File: src/common/rvDefs_defs.svh
// core parameters: data width, register count, reset PC, NOP encoding
`ifndef RVDEFS_DEFS_SVH
`define RVDEFS_DEFS_SVH

// data and address width
`define RV_XLEN 32

// architectural registers, x0 included
`define RV_NREGS 32

// first fetch address after reset
`define RV_RESET_PC 32'h0000_0000

// ADDI x0,x0,0
// fills squashed IF/ID slots and the reset state of IF/ID
`define RV_NOP_INST 32'h0000_0013

`endif

File: src/common/rvPkg.sv
// word, register and ALU types, pipeline-register structs, forwarding mux
`default_nettype none
`include "rvDefs_defs.svh"

package rvPkg;

    typedef logic [`RV_XLEN-1:0] word_t;
    typedef logic [$clog2(`RV_NREGS)-1:0] regAddr_t;
    typedef logic [`RV_XLEN-3:0] wordAddr_t;

    typedef enum logic [3:0] {
        ALU_ADD, ALU_SUB, ALU_SLT, ALU_XOR, ALU_OR,
        ALU_AND, ALU_SLL, ALU_SRL, ALU_SRA
    } aluOp_t;

    // MEM has priority over WB
    typedef enum logic [1:0] {FWD_NONE, FWD_WB, FWD_MEM} fwdSel_t;

    // aluMode encodings
    localparam logic [1:0] MODE_ADDR = 2'd0;
    localparam logic [1:0] MODE_CMP  = 2'd1;
    localparam logic [1:0] MODE_REG  = 2'd2;
    localparam logic [1:0] MODE_IMM  = 2'd3;

    // ====================
    // pipeline registers
    // ====================
    typedef struct packed {
        logic regWrite;
        logic memRead;
        logic memWrite;
        logic memToReg;
        logic aluSrcImm;
        logic isJump;
        logic [1:0] aluMode;
    } ctrl_t;

    typedef struct packed {
        ctrl_t ctrl;
        word_t pc;
        word_t rs1Data;
        word_t rs2Data;
        word_t imm;
        regAddr_t rs1;
        regAddr_t rs2;
        regAddr_t rd;
        logic [2:0] funct3;
        logic funct7b5;
    } idEx_t;

    typedef struct packed {
        logic regWrite;
        logic memRead;
        logic memWrite;
        logic memToReg;
        word_t result;
        word_t storeData;
        regAddr_t rd;
    } exMem_t;

    typedef struct packed {
        logic regWrite;
        logic memToReg;
        word_t result;
        word_t loadData;
        regAddr_t rd;
    } memWb_t;

    // operand select shared by decode and execute
    function automatic word_t fwdMux(fwdSel_t sel, word_t regVal, word_t memVal,
                                     word_t wbVal);
        case (sel)
            FWD_MEM: return memVal;
            FWD_WB:  return wbVal;
            default: return regVal;
        endcase
    endfunction

endpackage

`default_nettype wire

File: src/hw/regFile.sv
// register file with two asynchronous reads, one write port, x0 tied to zero
`timescale 1ns/1ps
`default_nettype none
`include "rvDefs_defs.svh"

module regFile (
    input  wire                   clk,
    input  wire                   rst_n,
    input  wire                   we,
    input  wire rvPkg::regAddr_t  wAddr,
    input  wire rvPkg::word_t     wData,
    input  wire rvPkg::regAddr_t  rAddrA,
    input  wire rvPkg::regAddr_t  rAddrB,
    output rvPkg::word_t          rDataA,
    output rvPkg::word_t          rDataB
);
    import rvPkg::*;

    word_t regs [`RV_NREGS];

    always_ff @(posedge clk or negedge rst_n) begin
        if (!rst_n) begin
            for (int i = 0; i < `RV_NREGS; i++) begin
                regs[i] <= '0;
            end
        end else if (we && wAddr != '0) begin
            regs[wAddr] <= wData;
        end
    end

    // same-cycle write is not visible here, WB forwarding covers it
    assign rDataA = (rAddrA == '0) ? '0 : regs[rAddrA];
    assign rDataB = (rAddrB == '0) ? '0 : regs[rAddrB];

endmodule

`default_nettype wire

File: src/hw/hazardUnit.sv
// load-use and branch-operand stalls, forward selects for decode and execute
`timescale 1ns/1ps
`default_nettype none

module hazardUnit (
    input  wire rvPkg::regAddr_t  idRs1,
    input  wire rvPkg::regAddr_t  idRs2,
    input  wire                   usesRs1ForControl,
    input  wire rvPkg::idEx_t     idEx,
    input  wire rvPkg::exMem_t    exMem,
    input  wire rvPkg::memWb_t    memWb,
    output logic                  stallId,
    output rvPkg::fwdSel_t        fwdIdA,
    output rvPkg::fwdSel_t        fwdIdB,
    output rvPkg::fwdSel_t        fwdExA,
    output rvPkg::fwdSel_t        fwdExB
);
    import rvPkg::*;

    logic loadUse;
    logic ctrlHazard;

    function automatic fwdSel_t pickFwd(regAddr_t rs, regAddr_t memRd, logic memEn,
                                        regAddr_t wbRd, logic wbEn);
        if (rs == '0) return FWD_NONE;
        if (memEn && memRd == rs) return FWD_MEM;
        if (wbEn && wbRd == rs) return FWD_WB;
        return FWD_NONE;
    endfunction

    function automatic logic hits(regAddr_t rd, regAddr_t a, regAddr_t b);
        return (rd != '0) && (rd == a || rd == b);
    endfunction

    // a load in MEM only carries its address, decode must not take it
    assign fwdIdA = pickFwd(idRs1, exMem.rd, exMem.regWrite && !exMem.memRead,
                            memWb.rd, memWb.regWrite);
    assign fwdIdB = pickFwd(idRs2, exMem.rd, exMem.regWrite && !exMem.memRead,
                            memWb.rd, memWb.regWrite);
    assign fwdExA = pickFwd(idEx.rs1, exMem.rd, exMem.regWrite, memWb.rd, memWb.regWrite);
    assign fwdExB = pickFwd(idEx.rs2, exMem.rd, exMem.regWrite, memWb.rd, memWb.regWrite);

    assign loadUse = idEx.ctrl.memRead && hits(idEx.rd, idRs1, idRs2);

    // branch and JALR compare in decode, so producers still in EX must drain
    assign ctrlHazard = usesRs1ForControl &&
                        ((idEx.ctrl.regWrite && hits(idEx.rd, idRs1, idRs2)) ||
                         (exMem.memRead && hits(exMem.rd, idRs1, idRs2)));

    assign stallId = loadUse || ctrlHazard;

endmodule

`default_nettype wire

File: src/hw/pipeline/fetchStage.sv
// PC register, next-PC select, IF/ID register with squash and hold
`timescale 1ns/1ps
`default_nettype none
`include "rvDefs_defs.svh"

module fetchStage (
    input  wire                   clk,
    input  wire                   rst_n,
    input  wire                   freeze,
    input  wire                   stallId,
    input  wire                   redirect,
    input  wire rvPkg::word_t     target,
    output rvPkg::wordAddr_t      imemAddr,
    input  wire rvPkg::word_t     imemData,
    output rvPkg::word_t          ifPc,
    output rvPkg::word_t          ifInst
);
    import rvPkg::*;

    word_t pc;
    word_t pcNext;
    logic hold;

    assign hold = freeze || stallId;
    assign imemAddr = pc[`RV_XLEN-1:2];

    always_comb begin
        if (redirect) begin
            pcNext = target;
        end else begin
            pcNext = pc + word_t'(4);
        end
    end

    always_ff @(posedge clk or negedge rst_n) begin
        if (!rst_n) begin
            pc     <= `RV_RESET_PC;
            ifPc   <= `RV_RESET_PC;
            ifInst <= `RV_NOP_INST;
        end else if (!hold) begin
            pc   <= pcNext;
            ifPc <= pc;
            // wrong-path word gets squashed
            ifInst <= redirect ? `RV_NOP_INST : imemData;
        end
    end

endmodule

`default_nettype wire

File: src/hw/pipeline/decodeStage.sv
// instruction decode, immediates, operand forwarding, branch resolve, ID/EX register
`timescale 1ns/1ps
`default_nettype none

module decodeStage (
    input  wire                   clk,
    input  wire                   rst_n,
    input  wire                   freeze,
    input  wire                   stallId,
    input  wire rvPkg::word_t     ifPc,
    input  wire rvPkg::word_t     ifInst,
    output rvPkg::regAddr_t       rs1,
    output rvPkg::regAddr_t       rs2,
    input  wire rvPkg::word_t     rs1Data,
    input  wire rvPkg::word_t     rs2Data,
    input  wire rvPkg::fwdSel_t   fwdA,
    input  wire rvPkg::fwdSel_t   fwdB,
    input  wire rvPkg::word_t     memResult,
    input  wire rvPkg::word_t     wbValue,
    output logic                  redirect,
    output rvPkg::word_t          target,
    output rvPkg::idEx_t          idEx,
    output logic                  usesRs1ForControl
);
    import rvPkg::*;

    localparam logic [6:0] OP_REG    = 7'b0110011;
    localparam logic [6:0] OP_IMM    = 7'b0010011;
    localparam logic [6:0] OP_LOAD   = 7'b0000011;
    localparam logic [6:0] OP_STORE  = 7'b0100011;
    localparam logic [6:0] OP_BRANCH = 7'b1100011;
    localparam logic [6:0] OP_JAL    = 7'b1101111;
    localparam logic [6:0] OP_JALR   = 7'b1100111;

    ctrl_t ctrl;
    word_t imm;
    word_t immI;
    word_t opA;
    word_t opB;
    logic isBranch;
    logic isJal;
    logic isJalr;
    logic taken;

    assign rs1 = ifInst[19:15];
    assign rs2 = ifInst[24:20];
    assign isBranch = (ifInst[6:0] == OP_BRANCH);
    assign isJal = (ifInst[6:0] == OP_JAL);
    assign isJalr = (ifInst[6:0] == OP_JALR);
    assign immI = {{20{ifInst[31]}}, ifInst[31:20]};

    // ====================
    // control and immediates
    // ====================
    always_comb begin
        ctrl = '0;
        imm = immI;
        case (ifInst[6:0])
            OP_REG: begin
                ctrl.regWrite = 1'b1;
                ctrl.aluMode = MODE_REG;
            end
            OP_IMM: begin
                ctrl.regWrite = 1'b1;
                ctrl.aluSrcImm = 1'b1;
                ctrl.aluMode = MODE_IMM;
            end
            OP_LOAD: begin
                ctrl.regWrite = 1'b1;
                ctrl.memRead = 1'b1;
                ctrl.memToReg = 1'b1;
                ctrl.aluSrcImm = 1'b1;
            end
            OP_STORE: begin
                ctrl.memWrite = 1'b1;
                ctrl.aluSrcImm = 1'b1;
                imm = {{20{ifInst[31]}}, ifInst[31:25], ifInst[11:7]};
            end
            OP_BRANCH: begin
                ctrl.aluMode = MODE_CMP;
                imm = {{19{ifInst[31]}}, ifInst[31], ifInst[7], ifInst[30:25],
                       ifInst[11:8], 1'b0};
            end
            OP_JAL: begin
                ctrl.regWrite = 1'b1;
                ctrl.isJump = 1'b1;
                imm = {{11{ifInst[31]}}, ifInst[31], ifInst[19:12], ifInst[20],
                       ifInst[30:21], 1'b0};
            end
            OP_JALR: begin
                ctrl.regWrite = 1'b1;
                ctrl.isJump = 1'b1;
            end
            default: ctrl = '0;
        endcase
    end

    // ====================
    // branch and jump resolve
    // ====================
    assign opA = fwdMux(fwdA, rs1Data, memResult, wbValue);
    assign opB = fwdMux(fwdB, rs2Data, memResult, wbValue);

    // funct3 bit 0 turns BEQ into BNE
    assign taken = (opA == opB) ^ ifInst[12];
    assign target = isJalr ? ((opA + imm) & ~word_t'(1)) : (ifPc + imm);
    assign redirect = !stallId && (isJal || isJalr || (isBranch && taken));
    assign usesRs1ForControl = isBranch || isJalr;

    always_ff @(posedge clk or negedge rst_n) begin
        if (!rst_n) begin
            idEx <= '0;
        end else if (!freeze) begin
            // stalled slot leaves as a bubble
            idEx.ctrl     <= stallId ? ctrl_t'('0) : ctrl;
            idEx.pc       <= ifPc;
            idEx.rs1Data  <= opA;
            idEx.rs2Data  <= opB;
            idEx.imm      <= imm;
            idEx.rs1      <= rs1;
            idEx.rs2      <= rs2;
            idEx.rd       <= ifInst[11:7];
            idEx.funct3   <= ifInst[14:12];
            idEx.funct7b5 <= ifInst[30];
        end
    end

endmodule

`default_nettype wire

File: src/hw/pipeline/executeStage.sv
// ALU control, ALU, operand forwarding, link select, EX/MEM register
`timescale 1ns/1ps
`default_nettype none

module executeStage (
    input  wire                   clk,
    input  wire                   rst_n,
    input  wire                   freeze,
    input  wire rvPkg::idEx_t     idEx,
    input  wire rvPkg::fwdSel_t   fwdA,
    input  wire rvPkg::fwdSel_t   fwdB,
    input  wire rvPkg::word_t     memResult,
    input  wire rvPkg::word_t     wbValue,
    output rvPkg::exMem_t         exMem
);
    import rvPkg::*;

    aluOp_t aluOp;
    word_t opA;
    word_t opB;
    word_t rs2Fwd;
    word_t aluOut;

    // funct7 bit 5 selects SUB only in register form, SRA in both forms
    always_comb begin
        aluOp = ALU_ADD;
        if (idEx.ctrl.aluMode == MODE_CMP) begin
            aluOp = ALU_SUB;
        end else if (idEx.ctrl.aluMode != MODE_ADDR) begin
            case (idEx.funct3)
                3'b000: begin
                    if (idEx.ctrl.aluMode == MODE_REG && idEx.funct7b5) aluOp = ALU_SUB;
                end
                3'b001: aluOp = ALU_SLL;
                3'b010: aluOp = ALU_SLT;
                3'b100: aluOp = ALU_XOR;
                3'b101: aluOp = idEx.funct7b5 ? ALU_SRA : ALU_SRL;
                3'b110: aluOp = ALU_OR;
                3'b111: aluOp = ALU_AND;
                default: aluOp = ALU_ADD;
            endcase
        end
    end

    assign opA = fwdMux(fwdA, idEx.rs1Data, memResult, wbValue);
    assign rs2Fwd = fwdMux(fwdB, idEx.rs2Data, memResult, wbValue);
    assign opB = idEx.ctrl.aluSrcImm ? idEx.imm : rs2Fwd;

    always_comb begin
        case (aluOp)
            ALU_SUB: aluOut = opA - opB;
            ALU_SLT: aluOut = word_t'($signed(opA) < $signed(opB));
            ALU_XOR: aluOut = opA ^ opB;
            ALU_OR:  aluOut = opA | opB;
            ALU_AND: aluOut = opA & opB;
            ALU_SLL: aluOut = opA << opB[4:0];
            ALU_SRL: aluOut = opA >> opB[4:0];
            ALU_SRA: aluOut = word_t'($signed(opA) >>> opB[4:0]);
            default: aluOut = opA + opB;
        endcase
    end

    always_ff @(posedge clk or negedge rst_n) begin
        if (!rst_n) begin
            exMem <= '0;
        end else if (!freeze) begin
            exMem.regWrite  <= idEx.ctrl.regWrite;
            exMem.memRead   <= idEx.ctrl.memRead;
            exMem.memWrite  <= idEx.ctrl.memWrite;
            exMem.memToReg  <= idEx.ctrl.memToReg;
            // link value here so EX/MEM forwarding sees it
            exMem.result    <= idEx.ctrl.isJump ? idEx.pc + word_t'(4) : aluOut;
            exMem.storeData <= rs2Fwd;
            exMem.rd        <= idEx.rd;
        end
    end

endmodule

`default_nettype wire

File: src/hw/pipeline/memStage.sv
// data-port request, MEM/WB register, writeback select
`timescale 1ns/1ps
`default_nettype none
`include "rvDefs_defs.svh"

module memStage (
    input  wire                   clk,
    input  wire                   rst_n,
    input  wire                   freeze,
    input  wire rvPkg::exMem_t    exMem,
    output logic                  dmemRead,
    output logic                  dmemWrite,
    output rvPkg::wordAddr_t      dmemAddr,
    output rvPkg::word_t          dmemWdata,
    input  wire rvPkg::word_t     dmemRdata,
    output rvPkg::memWb_t         memWb,
    output rvPkg::word_t          wbValue
);
    import rvPkg::*;

    // port outputs come straight from EX/MEM, so they hold while frozen
    assign dmemRead  = exMem.memRead;
    assign dmemWrite = exMem.memWrite;
    assign dmemAddr  = exMem.result[`RV_XLEN-1:2];
    assign dmemWdata = exMem.storeData;

    always_ff @(posedge clk or negedge rst_n) begin
        if (!rst_n) begin
            memWb <= '0;
        end else if (!freeze) begin
            memWb.regWrite <= exMem.regWrite;
            memWb.memToReg <= exMem.memToReg;
            memWb.result   <= exMem.result;
            memWb.loadData <= dmemRdata;
            memWb.rd       <= exMem.rd;
        end
    end

    assign wbValue = memWb.memToReg ? memWb.loadData : memWb.result;

endmodule

`default_nettype wire

File: src/hw/rvCore.sv
// pipeline top: stage instances, register file, hazard unit, memory ports, freeze
`timescale 1ns/1ps
`default_nettype none

module rvCore (
    input  wire                   clk,
    input  wire                   rst_n,
    output rvPkg::wordAddr_t      imemAddr,
    input  wire rvPkg::word_t     imemData,
    input  wire                   imemStall,
    output logic                  dmemRead,
    output logic                  dmemWrite,
    output rvPkg::wordAddr_t      dmemAddr,
    output rvPkg::word_t          dmemWdata,
    input  wire rvPkg::word_t     dmemRdata,
    input  wire                   dmemStall
);
    import rvPkg::*;

    logic freeze;
    logic stallId;
    logic redirect;
    logic usesRs1ForControl;
    word_t target;
    word_t ifPc;
    word_t ifInst;
    word_t rs1Data;
    word_t rs2Data;
    word_t wbValue;
    regAddr_t rs1;
    regAddr_t rs2;
    fwdSel_t fwdIdA;
    fwdSel_t fwdIdB;
    fwdSel_t fwdExA;
    fwdSel_t fwdExB;
    idEx_t idEx;
    exMem_t exMem;
    memWb_t memWb;

    // any memory stall freezes every stage
    assign freeze = imemStall || dmemStall;

    fetchStage fetch_i (
        .clk, .rst_n, .freeze, .stallId, .redirect, .target,
        .imemAddr, .imemData, .ifPc, .ifInst
    );

    decodeStage decode_i (
        .clk, .rst_n, .freeze, .stallId, .ifPc, .ifInst, .rs1, .rs2,
        .rs1Data, .rs2Data, .fwdA(fwdIdA), .fwdB(fwdIdB),
        .memResult(exMem.result), .wbValue, .redirect, .target, .idEx,
        .usesRs1ForControl
    );

    executeStage execute_i (
        .clk, .rst_n, .freeze, .idEx, .fwdA(fwdExA), .fwdB(fwdExB),
        .memResult(exMem.result), .wbValue, .exMem
    );

    memStage mem_i (
        .clk, .rst_n, .freeze, .exMem, .dmemRead, .dmemWrite, .dmemAddr,
        .dmemWdata, .dmemRdata, .memWb, .wbValue
    );

    regFile regs_i (
        .clk, .rst_n,
        .we(memWb.regWrite && !freeze), .wAddr(memWb.rd), .wData(wbValue),
        .rAddrA(rs1), .rAddrB(rs2), .rDataA(rs1Data), .rDataB(rs2Data)
    );

    hazardUnit hazard_i (
        .idRs1(rs1), .idRs2(rs2), .usesRs1ForControl, .idEx, .exMem, .memWb,
        .stallId, .fwdIdA, .fwdIdB, .fwdExA, .fwdExB
    );

endmodule

`default_nettype wire

File: config.mk
export PLATFORM = sky130hd
export DESIGN_NAME = rvCore
export DESIGN_NICKNAME = d
export VERILOG_FILES = /design/src/common/rvPkg.sv /design/src/hw/regFile.sv /design/src/hw/hazardUnit.sv /design/src/hw/pipeline/fetchStage.sv /design/src/hw/pipeline/decodeStage.sv /design/src/hw/pipeline/executeStage.sv /design/src/hw/pipeline/memStage.sv /design/src/hw/rvCore.sv
export VERILOG_INCLUDE_DIRS = /design/src /design/src/common
export SDC_FILE = /design/constraint.sdc
export NUM_CORES = 2
export LEC_CHECK = 0
export CORE_UTILIZATION = 50
export DETAILED_ROUTE_END_ITERATION = 10
export DONT_BUFFER_PORTS = 1
export PLACE_DENSITY = 0.63
export SETUP_SLACK_MARGIN = 0.1
export SKIP_CTS_REPAIR_TIMING = 1
export SKIP_LAST_GASP = 1
export SLEW_MARGIN = 25
export SYNTH_ARGS = -nofsm -noshare
export SYNTH_HDL_FRONTEND = slang
export SYNTH_SLANG_ARGS = --single-unit
File: constraint.sdc
create_clock -name clk -period 13.5 [get_ports clk]
set_input_delay 2.025 -clock clk [delete_from_list [all_inputs] [get_ports clk]]
set_output_delay 2.025 -clock clk [all_outputs]
set_load 0.02 [all_outputs]
==> results.md <==
* Routed WL at around 350 mm
* P&R area growth vs syn at 7.122%
* Net Sw Frac at 39.26%
* Share of layout cells above drive strength 1 at between 10% and 20%
* Worst Hold Class: reg -> reg
* Number of synthesized flops with an enable pin at 0
* Buf+Inv Stages, Crit Path at 3
* Clk pwr share at between 30% and 40%
* Dpl hpwl at ~230 mm
* Port-buffer cells at 0
* Most frequent cells in the layout: nand2_1, dfrtp_1, o21ai_0, nor2_1, a21oi_1
* Die Span Y at a little over 400 um
* Final min period at about 8.2 ns
* Crit path DAT at about 9 ns
* Most common cell after layout, fill and taps aside: nand2_1
* # rows at 150
* Register bit total from synthesis at between 1000 and 1500
* FF/Latch Area at 35190 um2
* Reg2reg end: fetch_i.pc[28]
* Global placement routability congestion at 1.044
* Dominant synthesized flop cell: dfrtp_1
* CTS max path bufs at 3
* Max Freq at around 120 MHz
* Antenna-violating nets left at 0
* Power Density at 150.9 nW/um2
* Fill cells at between 15000 and 20000
* Total clock sinks at roughly 1400
* Hold Path End: regs_i.regs[1015]
* Hold Path Origin: regs_i.regs[1015]
* Status: finished clean
* # nets final at between 8000 and 9000
* CP Capture Type: flop
* Vias per inst at just under 7
* Post-route insts no fill at between 10000 and 15000
* Initial antenna violation count at 13
* Worst-Skew Late Latency at ~0.84 ns
* Worst slew pin tran at roughly 1.3 ns
* Max-slew violation count at 0
* Core Region at 167800 um2
* Adder-cell share of the synthesized area at 2.575%
* WHS Path Cells at 0
* Dpl cells at 10590
* Die Width at 413.7 um
* Flop2flop setup slack at roughly 5.3 ns
* Gr ovfl total at 0
* Worst path required time at 14.19 ns
* Post-synthesis sequential area ratio at about 41%
* Max incr delay on CP at 0.85 ns
* Die footprint at around 170000 um2
* Slew headroom at between 15 and 20%
* CTS H-tree depth at 4
* DR WL/cell at approximately 32 um
* Warnings from Yosys at 0
* Slowest CP cell: o21ai_0
* Critical Path Start Type: flop
* Placed Area at approximately 86000 um2
* # IOs at 162
* Synth Area in Simple Gates at a little over an eighth
* Peak supply drop at approximately 0.00012 V
* Async set or reset register ratio after synthesis at 100.0%
* Maxcap violations at 0
* DR iter-0 viols at 9578
* Mapped Nets at 9274
* Setup CP Type: reg -> reg
* FF-to-FF path depth at 21
* Largest net degree at the start of global routing at 177
* Clock transition at the registers of the reported paths at roughly 0.07 ns
* Synth unique cells at between 90 and 100
* RSZ-0062 raised after global routing: no
* Final setup violating endpoints at 0
* Switching pwr at 0.005378 W
* Initial Util at roughly 51%
* Sequential share of power at between 30% and 40%
* Logic pwr share at a little under a third
* Worst R2R Start: fetch_i.ifInst[15]
* Total track usage at around two fifths
* DRC at 0
* Mapped cell area at about 85000 um2
* Fin crit share at 60.45%
* XOR/XNOR share of the synthesized area at under 10%
* Combinational family with the most area after synthesis: compound AO/OA/AOI/OAI gates
* Crit-path max FO at 34
* Finished Cell Area at around 91000 um2
* Final hold slack at around 0.39 ns
* Mapped Cells at between 9000 and 10000
* Vias post-DR at around 73000
* CTS buffer count at ~160
* Internal Power at ~0.0083 W
* Pre-antenna DRT Iters at 6
* Final Hold Vio Count at 0
* First-pass GRT wire length at 499.2 mm
* Post-synthesis mux area share at 16.55%
* Area of the multi-input gates at approximately 45000 um2
* Vias in the first global route at 69680
* TritonCTS clock tree: done
* Setup TNS at 0 ns
* Compound-Gate Fraction of Synth Area at about 18%
* Clk_skew at around 0.047 ns
* Post-Syn Area per Cell at between 9 and 10 um2
* Static Leak at between 30 and 40 nW
* Cell Chain, Critical Path: buf_4 > buf_4 > buf_4 > mux4_2 > a22oi_1 > a21oi_1 > o21ai_0 > o21ai_0 > ha_1 > a21oi_1 > o21ai_0 > nand4_1 > nand2_1 > a221o_1 > a221oi_1 > o31ai_1 > a31oi_1 > nor2b_1 > xor2_1 > a21oi_1 > a22o_1
* Largest delay share family, worst path: compound AO/OA/AOI/OAI gates
* Clock root cell: clkbuf_16
cell usage after synthesis, types with 40 or more instances:
cell,count,area [um2]
a21oi_1,645,3228
buf_4,127,953.4
xnor2_1,114,998.5
clkbuf_1,588,2207
a221oi_1,40,350.3
a21o_1,62,465.5
dfrtp_1,1402,35080
a22oi_1,176,1321
a31oi_1,46,287.8
nor3_1,62,310.3
mux4_2,416,9369
inv_1,162,608.1
mux2i_1,385,3854
o22ai_1,122,763.2
a211oi_1,67,503.0
a22o_1,40,350.3
o21a_1,47,352.8
nand2_1,1666,6254
ha_1,168,2102
buf_1,51,191.4
nor2_1,691,2594
mux2_2,69,777.0
buf_2,83,415.4
xor2_1,65,569.3
o211ai_1,40,300.3
o21ai_0,981,4910
nand3_1,88,440.4
layout make-up:
class | instances | share of cell area (%)
timing repair buffer | 244 | 2.251
clock buffer | 224 | 4.873
clock inverter | 56 | 0.7554
multi-input combinational | 6570 | 49.60
sequential | 1405 | 38.77
tap | 2204 | 3.038
inverter | 169 | 0.6989
antenna | 3 | 0.008271
power groups by stage:
stage / Clock (W) / Combinational [W] / Sequential [W]
after floorplan: 0 / 0.00282 / 0.00481
after global placement: 0 / 0.00408 / 0.00513
after detailed placement: 0 / 0.00410 / 0.00514
after CTS: 0.00436 / 0.00412 / 0.00507
after global routing: 0.00453 / 0.00446 / 0.00512
final: 0.00434 / 0.00426 / 0.00510
logic make-up after synthesis:
group | count (synthesis)
xor+xnor | 179
flops | 1405
compound gates | 2547
simple gates | 2800
buf+inv | 1059
fa+ha+maj | 172
mux | 872
flip-flops by register name, indices dropped and copies added, names as in the netlist:
register / cells
decode_i.idEx: 142
fetch_i.ifInst: 32
fetch_i.ifPc: 32
fetch_i.pc: 32
execute_i.exMem: 72
regs_i.regs: 1024
mem_i.memWb: 71
worst max path at each step:
stage,start,to,cells past startpoint
CTS,fetch_i.ifInst[15],fetch_i.pc[28],21
detailed placement,fetch_i.ifInst[15],fetch_i.pc[28],21
floorplan,execute_i.exMem[2],execute_i.exMem[67],27
finish,fetch_i.ifInst[15],fetch_i.pc[28],21
global placement,fetch_i.ifInst[15],fetch_i.pc[28],21
global route,fetch_i.ifInst[15],fetch_i.pc[28],21
through the flow:
step / util [%] / setup slack [ns] / power (W)
5_1_grt: 54.09 / 4.719 / 0.01412
2_1_floorplan: - / 6.876 / 0.007624
3_3_place_gp: 50.96 / 5.536 / 0.009209
6_report: 54.10 / 5.339 / 0.01370
4_1_cts: 54.04 / 5.531 / 0.01355
3_5_place_dp: 50.99 / 5.573 / 0.009247
metal layers:
layer	vias to the layer above	global-route usage, %	share of wire [%]
met5	-	0	0.037
met4	20	27.47	8.1
met3	1181	12.04	12
met2	4477	59.16	43
met1	36480	51.50	37
li1	31280	-	-
Note: power is estimated with default switching activity, not from simulation.
